$ cat config.mk
export PLATFORM = sky130hd
export DESIGN_NAME = lane_decoder_flat
export DESIGN_NICKNAME = d
export VERILOG_FILES = /design/src/rv_pkg.sv /design/src/lane_decode_if.sv /design/src/lane_decoder.sv /design/src/flat_wrapper.sv
export SDC_FILE = /design/constraint.sdc
export NUM_CORES = 1
export LEC_CHECK = 0
export BUFFER_PORTS_ARGS = -buffer_cell sky130_fd_sc_hd__buf_2
export CAP_MARGIN = 40
export CORE_MARGIN = 2
export CORE_UTILIZATION = 34
export DETAILED_ROUTE_END_ITERATION = 10
export PLACE_DENSITY = 0.85
export REMOVE_ABC_BUFFERS = 1
export SYNTH_ARGS = -nofsm -noshare
export SYNTH_HDL_FRONTEND = slang
export SYNTH_SLANG_ARGS = --single-unit
$ cat constraint.sdc
create_clock -name vclk -period 2.8
set_input_delay 0.56 -clock vclk [all_inputs]
set_output_delay 0.56 -clock vclk [all_outputs]
set_load 0.03 [all_outputs]
$ cat src/rv_pkg.sv
/*
 * Shared widths and encodings of the dual-issue integer core.
 * Only the RV32I register-register and register-immediate ALU ops are encoded.
 */
`default_nettype none

package rv_pkg;

	localparam int XLEN       = 32;
	localparam int REG_ADDR_W = 5;
	localparam int INSTR_W    = 32;
	localparam int FETCH_W    = 2 * INSTR_W;
	localparam int ALU_OP_W   = 4;

	// ALU operation codes
	localparam logic [ALU_OP_W-1:0] ALU_ADD = 4'd0;
	localparam logic [ALU_OP_W-1:0] ALU_SUB = 4'd1;
	localparam logic [ALU_OP_W-1:0] ALU_AND = 4'd2;
	localparam logic [ALU_OP_W-1:0] ALU_OR  = 4'd3;
	localparam logic [ALU_OP_W-1:0] ALU_XOR = 4'd4;
	localparam logic [ALU_OP_W-1:0] ALU_SLL = 4'd5;
	localparam logic [ALU_OP_W-1:0] ALU_SRL = 4'd6;
	localparam logic [ALU_OP_W-1:0] ALU_SLT = 4'd7;

	// Major opcodes
	localparam logic [6:0] OPC_OP     = 7'b0110011;
	localparam logic [6:0] OPC_OP_IMM = 7'b0010011;

	// funct3, shared by R-type and I-type forms
	localparam logic [2:0] F3_ADD = 3'b000;
	localparam logic [2:0] F3_SLL = 3'b001;
	localparam logic [2:0] F3_SLT = 3'b010;
	localparam logic [2:0] F3_XOR = 3'b100;
	localparam logic [2:0] F3_SRL = 3'b101;
	localparam logic [2:0] F3_OR  = 3'b110;
	localparam logic [2:0] F3_AND = 3'b111;

	localparam logic [6:0] F7_BASE = 7'b0000000;
	localparam logic [6:0] F7_SUB  = 7'b0100000;

	// ADDI x0, x0, 0
	localparam logic [INSTR_W-1:0] NOP_INSTR = 32'h0000_0013;

	typedef union packed {
		struct packed {
			logic [6:0]            funct7;
			logic [REG_ADDR_W-1:0] rs2;
			logic [REG_ADDR_W-1:0] rs1;
			logic [2:0]            funct3;
			logic [REG_ADDR_W-1:0] rd;
			logic [6:0]            opcode;
		} r;
		struct packed {
			logic [11:0]           imm12;
			logic [REG_ADDR_W-1:0] rs1;
			logic [2:0]            funct3;
			logic [REG_ADDR_W-1:0] rd;
			logic [6:0]            opcode;
		} i;
	} rv_instr_u;

endpackage

`default_nettype wire

$ cat src/lane_decode_if.sv
/*
 * One decoded lane. Valid comes from issue control, the rest from the decoder.
 */
`default_nettype none

interface lane_decode_if
	import rv_pkg::*;
();
	logic                  valid;
	logic [ALU_OP_W-1:0]   alu_op;
	logic [REG_ADDR_W-1:0] rd;
	logic                  rd_en;
	logic [REG_ADDR_W-1:0] rs1;
	logic [REG_ADDR_W-1:0] rs2;
	logic                  use_imm;
	logic [XLEN-1:0]       imm;

	modport dec (output alu_op, rd, rd_en, rs1, rs2, use_imm, imm);
	// Issue control sees the register fields to detect an in-pair dependency
	modport issue (output valid, input rd, rd_en, rs1, rs2, use_imm);
	modport byp (input rs1, rs2, use_imm);
	modport ex (input valid, alu_op, rd, rd_en, use_imm, imm);

endinterface

`default_nettype wire

$ cat src/lane_decoder.sv
/*
 * Decodes one word. Anything outside the kept ALU ops comes out as
 * ADDI x0,x0,0 with rd_en low, so it never splits a pair.
 */
`default_nettype none

module lane_decoder
	import rv_pkg::*;
(
	input  wire logic [INSTR_W-1:0] i_instr,
	lane_decode_if.dec              dec
);

	rv_instr_u           instr;
	logic                supported;
	logic                is_imm;
	logic [ALU_OP_W-1:0] op;

	assign instr = i_instr;

	always_comb begin
		supported = 1'b0;
		is_imm    = 1'b0;
		op        = ALU_ADD;
		case (instr.r.opcode)
			OPC_OP: begin
				supported = 1'b1;
				case (instr.r.funct3)
					F3_ADD: op = (instr.r.funct7 == F7_SUB) ? ALU_SUB : ALU_ADD;
					F3_SLL: op = ALU_SLL;
					F3_SLT: op = ALU_SLT;
					F3_XOR: op = ALU_XOR;
					F3_SRL: op = ALU_SRL;
					F3_OR:  op = ALU_OR;
					F3_AND: op = ALU_AND;
					// SLTU is not kept
					default: supported = 1'b0;
				endcase
				// SUB is the only other funct7 kept, and only with funct3 ADD
				if (instr.r.funct7 != F7_BASE &&
					!(instr.r.funct7 == F7_SUB && instr.r.funct3 == F3_ADD))
					supported = 1'b0;
			end
			OPC_OP_IMM: begin
				is_imm = 1'b1;
				supported = 1'b1;
				case (instr.i.funct3)
					F3_ADD: op = ALU_ADD;
					F3_SLT: op = ALU_SLT;
					F3_XOR: op = ALU_XOR;
					F3_OR:  op = ALU_OR;
					F3_AND: op = ALU_AND;
					// Shift-immediate forms are not kept
					default: supported = 1'b0;
				endcase
			end
			default: supported = 1'b0;
		endcase
	end

	assign dec.alu_op  = supported ? op : ALU_ADD;
	assign dec.rd      = supported ? instr.r.rd : '0;
	assign dec.rd_en   = supported && (instr.r.rd != '0);
	assign dec.rs1     = supported ? instr.r.rs1 : '0;
	assign dec.rs2     = supported ? instr.r.rs2 : '0;
	assign dec.use_imm = supported ? is_imm : 1'b1;
	assign dec.imm     = (supported && is_imm) ?
		{{(XLEN-12){instr.i.imm12[11]}}, instr.i.imm12} : '0;

endmodule

`default_nettype wire

$ cat src/flat_wrapper.sv
// flat-port wrapper written by rule: the top's interface ports become plain ports
module lane_decoder_flat import rv_pkg::*;
  (i_instr, dec_alu_op, dec_rd, dec_rd_en, dec_rs1, dec_rs2, dec_use_imm, dec_imm);
  lane_decode_if dec_i ();
  input  wire logic [INSTR_W-1:0] i_instr;
  output wire logic [$bits(dec_i.alu_op)-1:0] dec_alu_op;
  output wire logic [$bits(dec_i.rd)-1:0] dec_rd;
  output wire logic [$bits(dec_i.rd_en)-1:0] dec_rd_en;
  output wire logic [$bits(dec_i.rs1)-1:0] dec_rs1;
  output wire logic [$bits(dec_i.rs2)-1:0] dec_rs2;
  output wire logic [$bits(dec_i.use_imm)-1:0] dec_use_imm;
  output wire logic [$bits(dec_i.imm)-1:0] dec_imm;
  assign dec_alu_op = dec_i.alu_op;
  assign dec_rd = dec_i.rd;
  assign dec_rd_en = dec_i.rd_en;
  assign dec_rs1 = dec_i.rs1;
  assign dec_rs2 = dec_i.rs2;
  assign dec_use_imm = dec_i.use_imm;
  assign dec_imm = dec_i.imm;
  lane_decoder u_core (.i_instr(i_instr), .dec(dec_i));
endmodule
==> results of run 1 <==
kinds of logic (layout without fill, tap and decap cells):
kind of cell | Yosys count | in the layout | share of synthesized area
AO/OA/AOI/OAI | 8 | 8 | 0.0875
XOR/XNOR | 1 | 1 | 0.0133
buffers and inverters | 30 | 91 | 0.302
other | 1 | 1 | 0.00570
AND/OR/NAND/NOR | 48 | 48 | 0.591
per-stage QoR:
stage	setup slack, ns	hold WS (ns)	area, um^2	power (mW)	std cells
finish	0.0512	1.51	1050	0.0779	174
global route	-0.00581	1.53	1050	0.0850	174
CTS	0.00102	1.49	1020	0.0769	174
detailed placement	-0.0376	1.50	948	0.0684	172
global placement	0.0229	1.50	937	0.0637	171
floorplan	-3.48	1.31	463	0.0302	59
how the worst max path moves through the flow:
| stage | start | end | slack (ns) | cells past startpoint |
|---|---|---|---|---|
| after floorplan | i_instr[6] | dec_imm[11] | -3.48 | 3 |
| after detailed placement | i_instr[25] | dec_rs1[1] | -0.04 | 7 |
| final | i_instr[25] | dec_rs1[2] | 0.05 | 7 |
| after CTS | i_instr[25] | dec_rs1[4] | 0.001 | 7 |
| after global routing | i_instr[25] | dec_rs1[4] | -0.006 | 7 |
| after global placement | i_instr[25] | dec_rs1[1] | 0.02 | 6 |
timing repair:
item                       CTS  global route
pin swaps                    2             3
resized for setup           11            13
setup buffers                2             0
setup endpoints to repair    2            18
final cells by class:
| cell class | count | area [um^2] | share of cell area |
|---|---|---|---|
| timing repair buffer | 90 | 515 | 0.492 |
| multi-input combinational | 58 | 497 | 0.474 |
| tap | 25 | 31.3 | 0.0299 |
| inverter | 1 | 3.75 | 0.00358 |
cells in the final DEF, fill, tap and decap left out, types with 2 or more instances in the layout:
cell type and count:
buf_4 15, buf_2 72, nand2_1 2, a21oi_1 2
nor3_2 2, nor2_1 2, nor3_1 3, nor3b_2 14
and3_1 12
power groups by stage:
stage | logic [mW] | clock network (mW) | registers, mW
after floorplan | 0.0302 | 0 | 0
after global placement | 0.0637 | 0 | 0
after detailed placement | 0.0684 | 0 | 0
after CTS | 0.0769 | 0 | 0
after global routing | 0.0850 | 0 | 0
final | 0.0779 | 0 | 0
critical path, stage by stage:
cell and delay, ns:
buf_2 0.10, or4_4 0.55, nor4b_4 0.29, a21oi_4 0.12
buf_8 0.17, nor3b_2 0.19, buf_4 0.19
routing by layer:
layer	vias up	GRT usage	routed length, um
met1	381	0.158	705
li1	417	-	-
met3	0	0.0113	218
met5	-	0	0
met4	0	0.0216	0
met2	56	0.347	1110
==> results.json, run 1 <==
{
  "routedWlPerCell_um": 11.7,
  "cap_violations": 0,
  "drt_iter0_drc": 2,
  "grt_max_degree": 22,
  "drive_gt1_frac": 0.738,
  "avgSynthCellArea_um2": 7.48,
  "synth_top_area_frac": 0.240,
  "setup.worst_path.end_class": "output port",
  "antenna_found_initial": 0,
  "hold_depth": 3,
  "synth_cells": 88,
  "seq_area_frac_synth": 0,
  "slew_violations": 0,
  "finalHoldViolations": 0,
  "rows": 15,
  "utilization": 0.594,
  "holdCritStartpoint": "i_instr[23]",
  "rsz0062_at_grt": "true",
  "seq_area_um2": 0,
  "cts_hold_buffers": 0,
  "syn2layout_area_growth_pct": 59.1,
  "hpwl_mm": 1.69,
  "p_switching_mw": 0.0388,
  "pin_count": 85,
  "ys_top_cells_by_area": "buf_4 (24%), nor3b_2 (15%), and3_1 (11%)",
  "seqPwrFrac": 0,
  "cp_max_fo": 12,
  "cp.arrival_ns": 2.19,
  "seq_cells": 0,
  "p_int_mw": 0.0391,
  "critical_path_class": "primary input to output port",
  "drtAntennaViolNets": 0,
  "clock_buffers": 0,
  "grt_pass1_vias": 685,
  "hp-class": "primary input to output port",
  "core_area_mm2": 0.00176,
  "initial_core_util": 0.373,
  "max-slew-margin-rel": 0.437,
  "port_buffers": 84,
  "ys_warn_count": 0,
  "p_per_area_mw_per_mm2": 74.4,
  "grt.total_usage": 0.158,
  "critPathRequiredTime_ns": 2.24,
  "yosys.area.top_type": "buf_4",
  "dieArea_mm2": 0.00230,
  "setup-tns-final_ns": 0,
  "finalSetupViolations": 0,
  "chipHeight_um": 48.0,
  "final_nets": 183,
  "grt_pass1_wl_mm": 2.74,
  "pwr-share-comb": 1.000,
  "tightest_slew_ns": 0.845,
  "grt_remaining_overflow": 0,
  "switching_share": 0.498,
  "period_needed_ns": 2.75,
  "routed_wl_mm": 2.04,
  "whs_endpoint": "dec_imm[3]",
  "drc_errors": 0,
  "p_leak_nw": 0.609,
  "first_pass_iters": 4,
  "synth_area_um2": 658,
  "vias": 854,
  "dieWidth_um": 48.0,
  "cp-start-kind": "primary input",
  "pwr-share-clk": 0,
  "synthDistinctLibCells": 33,
  "status": "completed",
  "period_share": 0.982,
  "yosysMostFrequentCell": "buf_4",
  "ir_worst_vdd_mv": 0.0418,
  "via_per_inst": 4.91,
  "insertedDiodeCount": 0,
  "synthTopCellsByCount": "buf_4 (21), and3_1 (12), nor3b_2 (8)",
  "fmax_mhz": 364,
  "nFillCells": 189,
  "globalplace.congestion": 0.680
}
Note: power is estimated with default switching activity, not from simulation.
==> run 2: changes to the inputs <==
--- a/config.mk
+++ b/config.mk
@@ -10,7 +10,7 @@
 export CORE_MARGIN = 2
 export CORE_UTILIZATION = 34
 export DETAILED_ROUTE_END_ITERATION = 10
-export PLACE_DENSITY = 0.85
+export PLACE_DENSITY = 0.95
 export REMOVE_ABC_BUFFERS = 1
 export SYNTH_ARGS = -nofsm -noshare
 export SYNTH_HDL_FRONTEND = slang
==> run 2 against run 1 <==
First-iteration DRC count rose to 2.5 times the previous value; total power fell by 1.7%; largest cell class is now multi-input combinational cells; routed wire length rose by 11%; critical path depth did not move; non-clock buffer count rose by 1; die area did not move; fmax fell by 0.14%; sequential cell count did not move.
==> results.json, run 2 (synthesized netlist as in run 1, its figures left out) <==
{
  "setup.worst_path.end_class": "output port",
  "vias": 888,
  "pin_count": 85,
  "place_area_um2": 952,
  "p_leak_nw": 0.616,
  "multi_input_area_um2": 531,
  "hold_depth": 3,
  "drt_iter0_drc": 5,
  "finalHoldViolations": 0,
  "fmax_mhz": 363,
  "first_pass_iters": 4,
  "holdCritStartpoint": "i_instr[17]",
  "p_per_area_mw_per_mm2": 70.5,
  "port_buffers": 84,
  "cp.arrival_ns": 2.19,
  "cap_violations": 0,
  "routed_wl_mm": 2.25,
  "grt_pass1_wl_mm": 2.82,
  "critPathRequiredTime_ns": 2.24,
  "drc_errors": 0,
  "dieArea_mm2": 0.00230,
  "rows": 15,
  "dieWidth_um": 48.0,
  "initial_core_util": 0.373,
  "drtAntennaViolNets": 0,
  "final_cells": 177,
  "clock_buffers": 0,
  "globalplace.congestion": 0.747,
  "slew_violations": 0,
  "grt_remaining_overflow": 0,
  "layout_commonest_cell": "buf_2",
  "seq_cells": 0,
  "core_area_mm2": 0.00176,
  "dp_cells": 173,
  "drive_gt1_frac": 0.757,
  "finalSetupViolations": 0,
  "hp-class": "primary input to output port",
  "crit_start": "i_instr[28]",
  "grt_max_degree": 18,
  "period_share": 0.983,
  "cp_max_fo": 4,
  "whs_endpoint": "dec_rs1[2]",
  "cp-start-kind": "primary input",
  "design_area_mm2": 0.00109,
  "grt_pass1_vias": 709,
  "chipHeight_um": 48.0,
  "antenna_found_initial": 0,
  "status": "completed",
  "insertedDiodeCount": 0,
  "hpwl_mm": 1.63,
  "syn2layout_area_growth_pct": 65.2,
  "via_per_inst": 5.02,
  "period_needed_ns": 2.75,
  "routedWlPerCell_um": 12.7,
  "grt.total_usage": 0.161,
  "nFillCells": 173,
  "seq_area_um2": 0,
  "critical_path_class": "primary input to output port",
  "ir_worst_vdd_mv": 0.0358,
  "power.total_mw": 0.0766,
  "mostFrequentLayoutCells": "buf_2 (66), buf_4 (24), nor3b_2 (15), and3_1 (12), nor3_1 (3)",
  "final_nets": 186
}
## run 2: worst max path at each step
stage                  end  slack (ns)
6_report        dec_rs2[4]        0.05
3_3_place_gp    dec_rs2[4]        0.04
2_1_floorplan  dec_imm[11]       -3.48
4_1_cts         dec_rs1[4]       0.008
5_1_grt         dec_rs2[4]       -0.01
3_5_place_dp    dec_rs1[4]       -0.04
## run 2: what timing repair did
item	4_1_cts	5_1_grt
resized for setup	1	37
pin swaps	0	6
hold buffers	0	0
cloned	0	2
buffers inserted	0	2
endpoints found under the setup margin	6	10
## run 2: report_power, final
| part | switching [mW] | total [mW] | internal (mW) |
|---|---|---|---|
| Combinational | 0.0419 | 0.0766 | 0.0348 |
| Sequential | 0 | 0 | 0 |
| Clock | 0 | 0 | 0 |
| Total | 0.0419 | 0.0766 | 0.0348 |
## run 2: final cells by class
cell class,count,area share
well taps,25,0.0288
multi-input cells,60,0.488
inverters,1,0.00345
repair buffers,91,0.480
## run 2: metrics by stage
stage | setup TNS [ns] | utilization | hold slack, ns | worst slack [ns]
floorplan | -74.29 | - | 1.31 | -3.48
global placement | 0 | 0.540 | 1.50 | 0.0404
detailed placement | -0.0450 | 0.540 | 1.50 | -0.0412
CTS | 0 | 0.544 | 1.50 | 0.00832
global route | -0.0168 | 0.616 | 1.51 | -0.0107
finish | 0 | 0.616 | 1.50 | 0.0473
## run 2: routing by layer
layer | up-vias | global-route usage | share of wire
met5 | - | 0 | 0
met4 | 0 | 0 | 0
met3 | 0 | 0.00755 | 0.097
met2 | 57 | 0.355 | 0.51
met1 | 402 | 0.171 | 0.39
li1 | 429 | - | -
## run 2: worst max-delay path, cell delays in order
cell and delay [ns]:
buf_6 0.09, or4_4 0.54, nor4b_4 0.31, buf_4 0.19, a21oi_2 0.10, nor3b_2 0.22
buf_4 0.19
==> run 3: changes to the inputs <==
--- a/config.mk
+++ b/config.mk
@@ -12,6 +12,7 @@
 export DETAILED_ROUTE_END_ITERATION = 10
 export PLACE_DENSITY = 0.95
 export REMOVE_ABC_BUFFERS = 1
+export SETUP_SLACK_MARGIN = 0.2
 export SYNTH_ARGS = -nofsm -noshare
 export SYNTH_HDL_FRONTEND = slang
 export SYNTH_SLANG_ARGS = --single-unit
==> run 3 against run 2 <==
Worst hold slack worse by 0.0078 ns; combinational power is 3.4% higher; sequential share of layout area stayed put; global-route usage is 2.4 points higher; critical endpoint is now dec_rs2[3]; setup slack better by 0.093 ns; sequential cell count stayed put; fmax is 3.5% higher; die area stayed put; total power is 3.4% higher; highest routed layer is now met4; clock-buffer cell count stayed put; non-clock buffer count is 1 lower; via count is 0.34% lower.
==> results.json, run 3 (synthesized netlist as in run 1, its figures left out) <==
{
  "finalHoldViolations": 0,
  "seqPwrFrac": 0,
  "drc_errors": 0,
  "cp-start-kind": "primary input",
  "cp_max_fo": 8,
  "period_needed_ns": 2.66,
  "final_nets": 185,
  "seq_cells": 0,
  "pwr-share-clk": 0,
  "vias": 885,
  "rows": 15,
  "critPathRequiredTime_ns": 2.24,
  "insertedDiodeCount": 0,
  "port_buffers": 84,
  "crit_start": "i_instr[28]",
  "design_area_mm2": 0.00111,
  "grt_remaining_overflow": 0,
  "p_leak_nw": 0.616,
  "grt.total_usage": 0.186,
  "chipHeight_um": 48.0,
  "ir_worst_vdd_mv": 0.0362,
  "pwr-share-comb": 1.000,
  "seq_area_um2": 0,
  "grt_pass1_vias": 773,
  "globalplace.congestion": 0.747,
  "p_int_mw": 0.0363,
  "slew_violations": 0,
  "status": "completed",
  "drtAntennaViolNets": 0,
  "routedWlPerCell_um": 12.6,
  "via_per_inst": 5.03,
  "hpwl_mm": 1.63,
  "rsz0062_at_grt": "true",
  "grt.busiest_layer": "met2",
  "finalSetupViolations": 0,
  "drt_iter0_drc": 4,
  "dieWidth_um": 48.0,
  "initial_core_util": 0.373,
  "hp-class": "primary input to output port",
  "critical_path_class": "primary input to output port",
  "cp.arrival_ns": 2.10,
  "syn2layout_area_growth_pct": 68.8,
  "grt_max_degree": 18,
  "mostFrequentLayoutCells": "buf_2 (63), buf_4 (24), nor3b_2 (15), and3_1 (12)",
  "pin_count": 85,
  "worst_slack_ns": 0.140,
  "core_area_mm2": 0.00176,
  "cap_violations": 0,
  "layout_commonest_cell": "buf_2",
  "grt_pass1_wl_mm": 3.21,
  "clock_buffers": 0,
  "cts_hold_buffers": 0,
  "use_met2": 0.368,
  "place_ws_ns": -0.0412,
  "period_share": 0.950,
  "nFillCells": 166,
  "dieArea_mm2": 0.00230,
  "cp-endpoint": "dec_rs2[3]",
  "grt.met3_usage": 0.0151,
  "place_area_um2": 952,
  "drive_gt1_frac": 0.768,
  "p_per_area_mw_per_mm2": 71.3,
  "first_pass_iters": 2,
  "setup.worst_path.end_class": "output port",
  "dp_cells": 173,
  "antenna_found_initial": 0,
  "fmax_mhz": 376,
  "p_switching_mw": 0.0429,
  "final_cells": 176,
  "fin_hold_ws_ns": 1.50,
  "multi_input_area_um2": 547,
  "switching_share": 0.542,
  "groute.layer.met1.usage": 0.215,
  "routed_wl_mm": 2.21
}
-- run 3: changes by cell type in the layout (fill, tap and decap cells not counted) --
cell / change
a21oi_2: -1
a21oi_4: +1
buf_2: -3
buf_6: +2
nor3_1: -1
nor3_2: +1
o21ai_0: -1
o21ai_2: +1
-- run 3: cell type report --
type / count / share of cell area
inverters: 1 / 0.00338
multi-input cells: 60 / 0.492
well taps: 25 / 0.0282
repair buffers: 90 / 0.476
-- run 3: how the worst min path moves through the flow --
stage	from	to	slack, ns	cells past startpoint
finish	i_instr[26]	dec_imm[6]	1.50	3
global route	i_instr[28]	dec_imm[8]	1.51	3
CTS	i_instr[28]	dec_imm[8]	1.49	3
detailed placement	i_instr[17]	dec_rs1[2]	1.50	3
global placement	i_instr[17]	dec_rs1[2]	1.50	3
floorplan	i_instr[7]	dec_rd[0]	1.31	1
-- run 3: metrics by stage --
stage | total power [mW] | TNS (ns) | utilization
finish | 0.0792 | 0 | 0.630
global route | 0.0859 | 0 | 0.630
CTS | 0.0754 | 0 | 0.616
detailed placement | 0.0660 | -0.0450 | 0.540
global placement | 0.0632 | 0 | 0.540
floorplan | 0.0302 | -74.29 | -
-- run 3: metal layers --
layer | part of all wire | up-vias
met4 | 0.0086 | 0
met2 | 0.51 | 57
li1 | - | 430
met1 | 0.38 | 396
met3 | 0.10 | 2
met5 | 0 | -
-- run 3: what timing repair did --
action	in CTS	in global routing
gates cloned	2	0
resized for setup	30	7
pin swaps	18	6
buffers inserted	1	0
endpoints found under the setup margin	18	32
-- run 3: power by group through the flow --
stage          combinational (mW)  sequential (mW)  clock (mW)
2_1_floorplan              0.0302                0           0
3_3_place_gp               0.0632                0           0
3_5_place_dp               0.0660                0           0
4_1_cts                    0.0754                0           0
5_1_grt                    0.0859                0           0
6_report                   0.0792                0           0
-- run 3: worst max-delay path, stage by stage --
cell	delay (ns)
buf_6	0.09
or4_4	0.54
nor4b_4	0.23
buf_6	0.17
a21oi_4	0.11
nor3b_2	0.20
buf_4	0.19
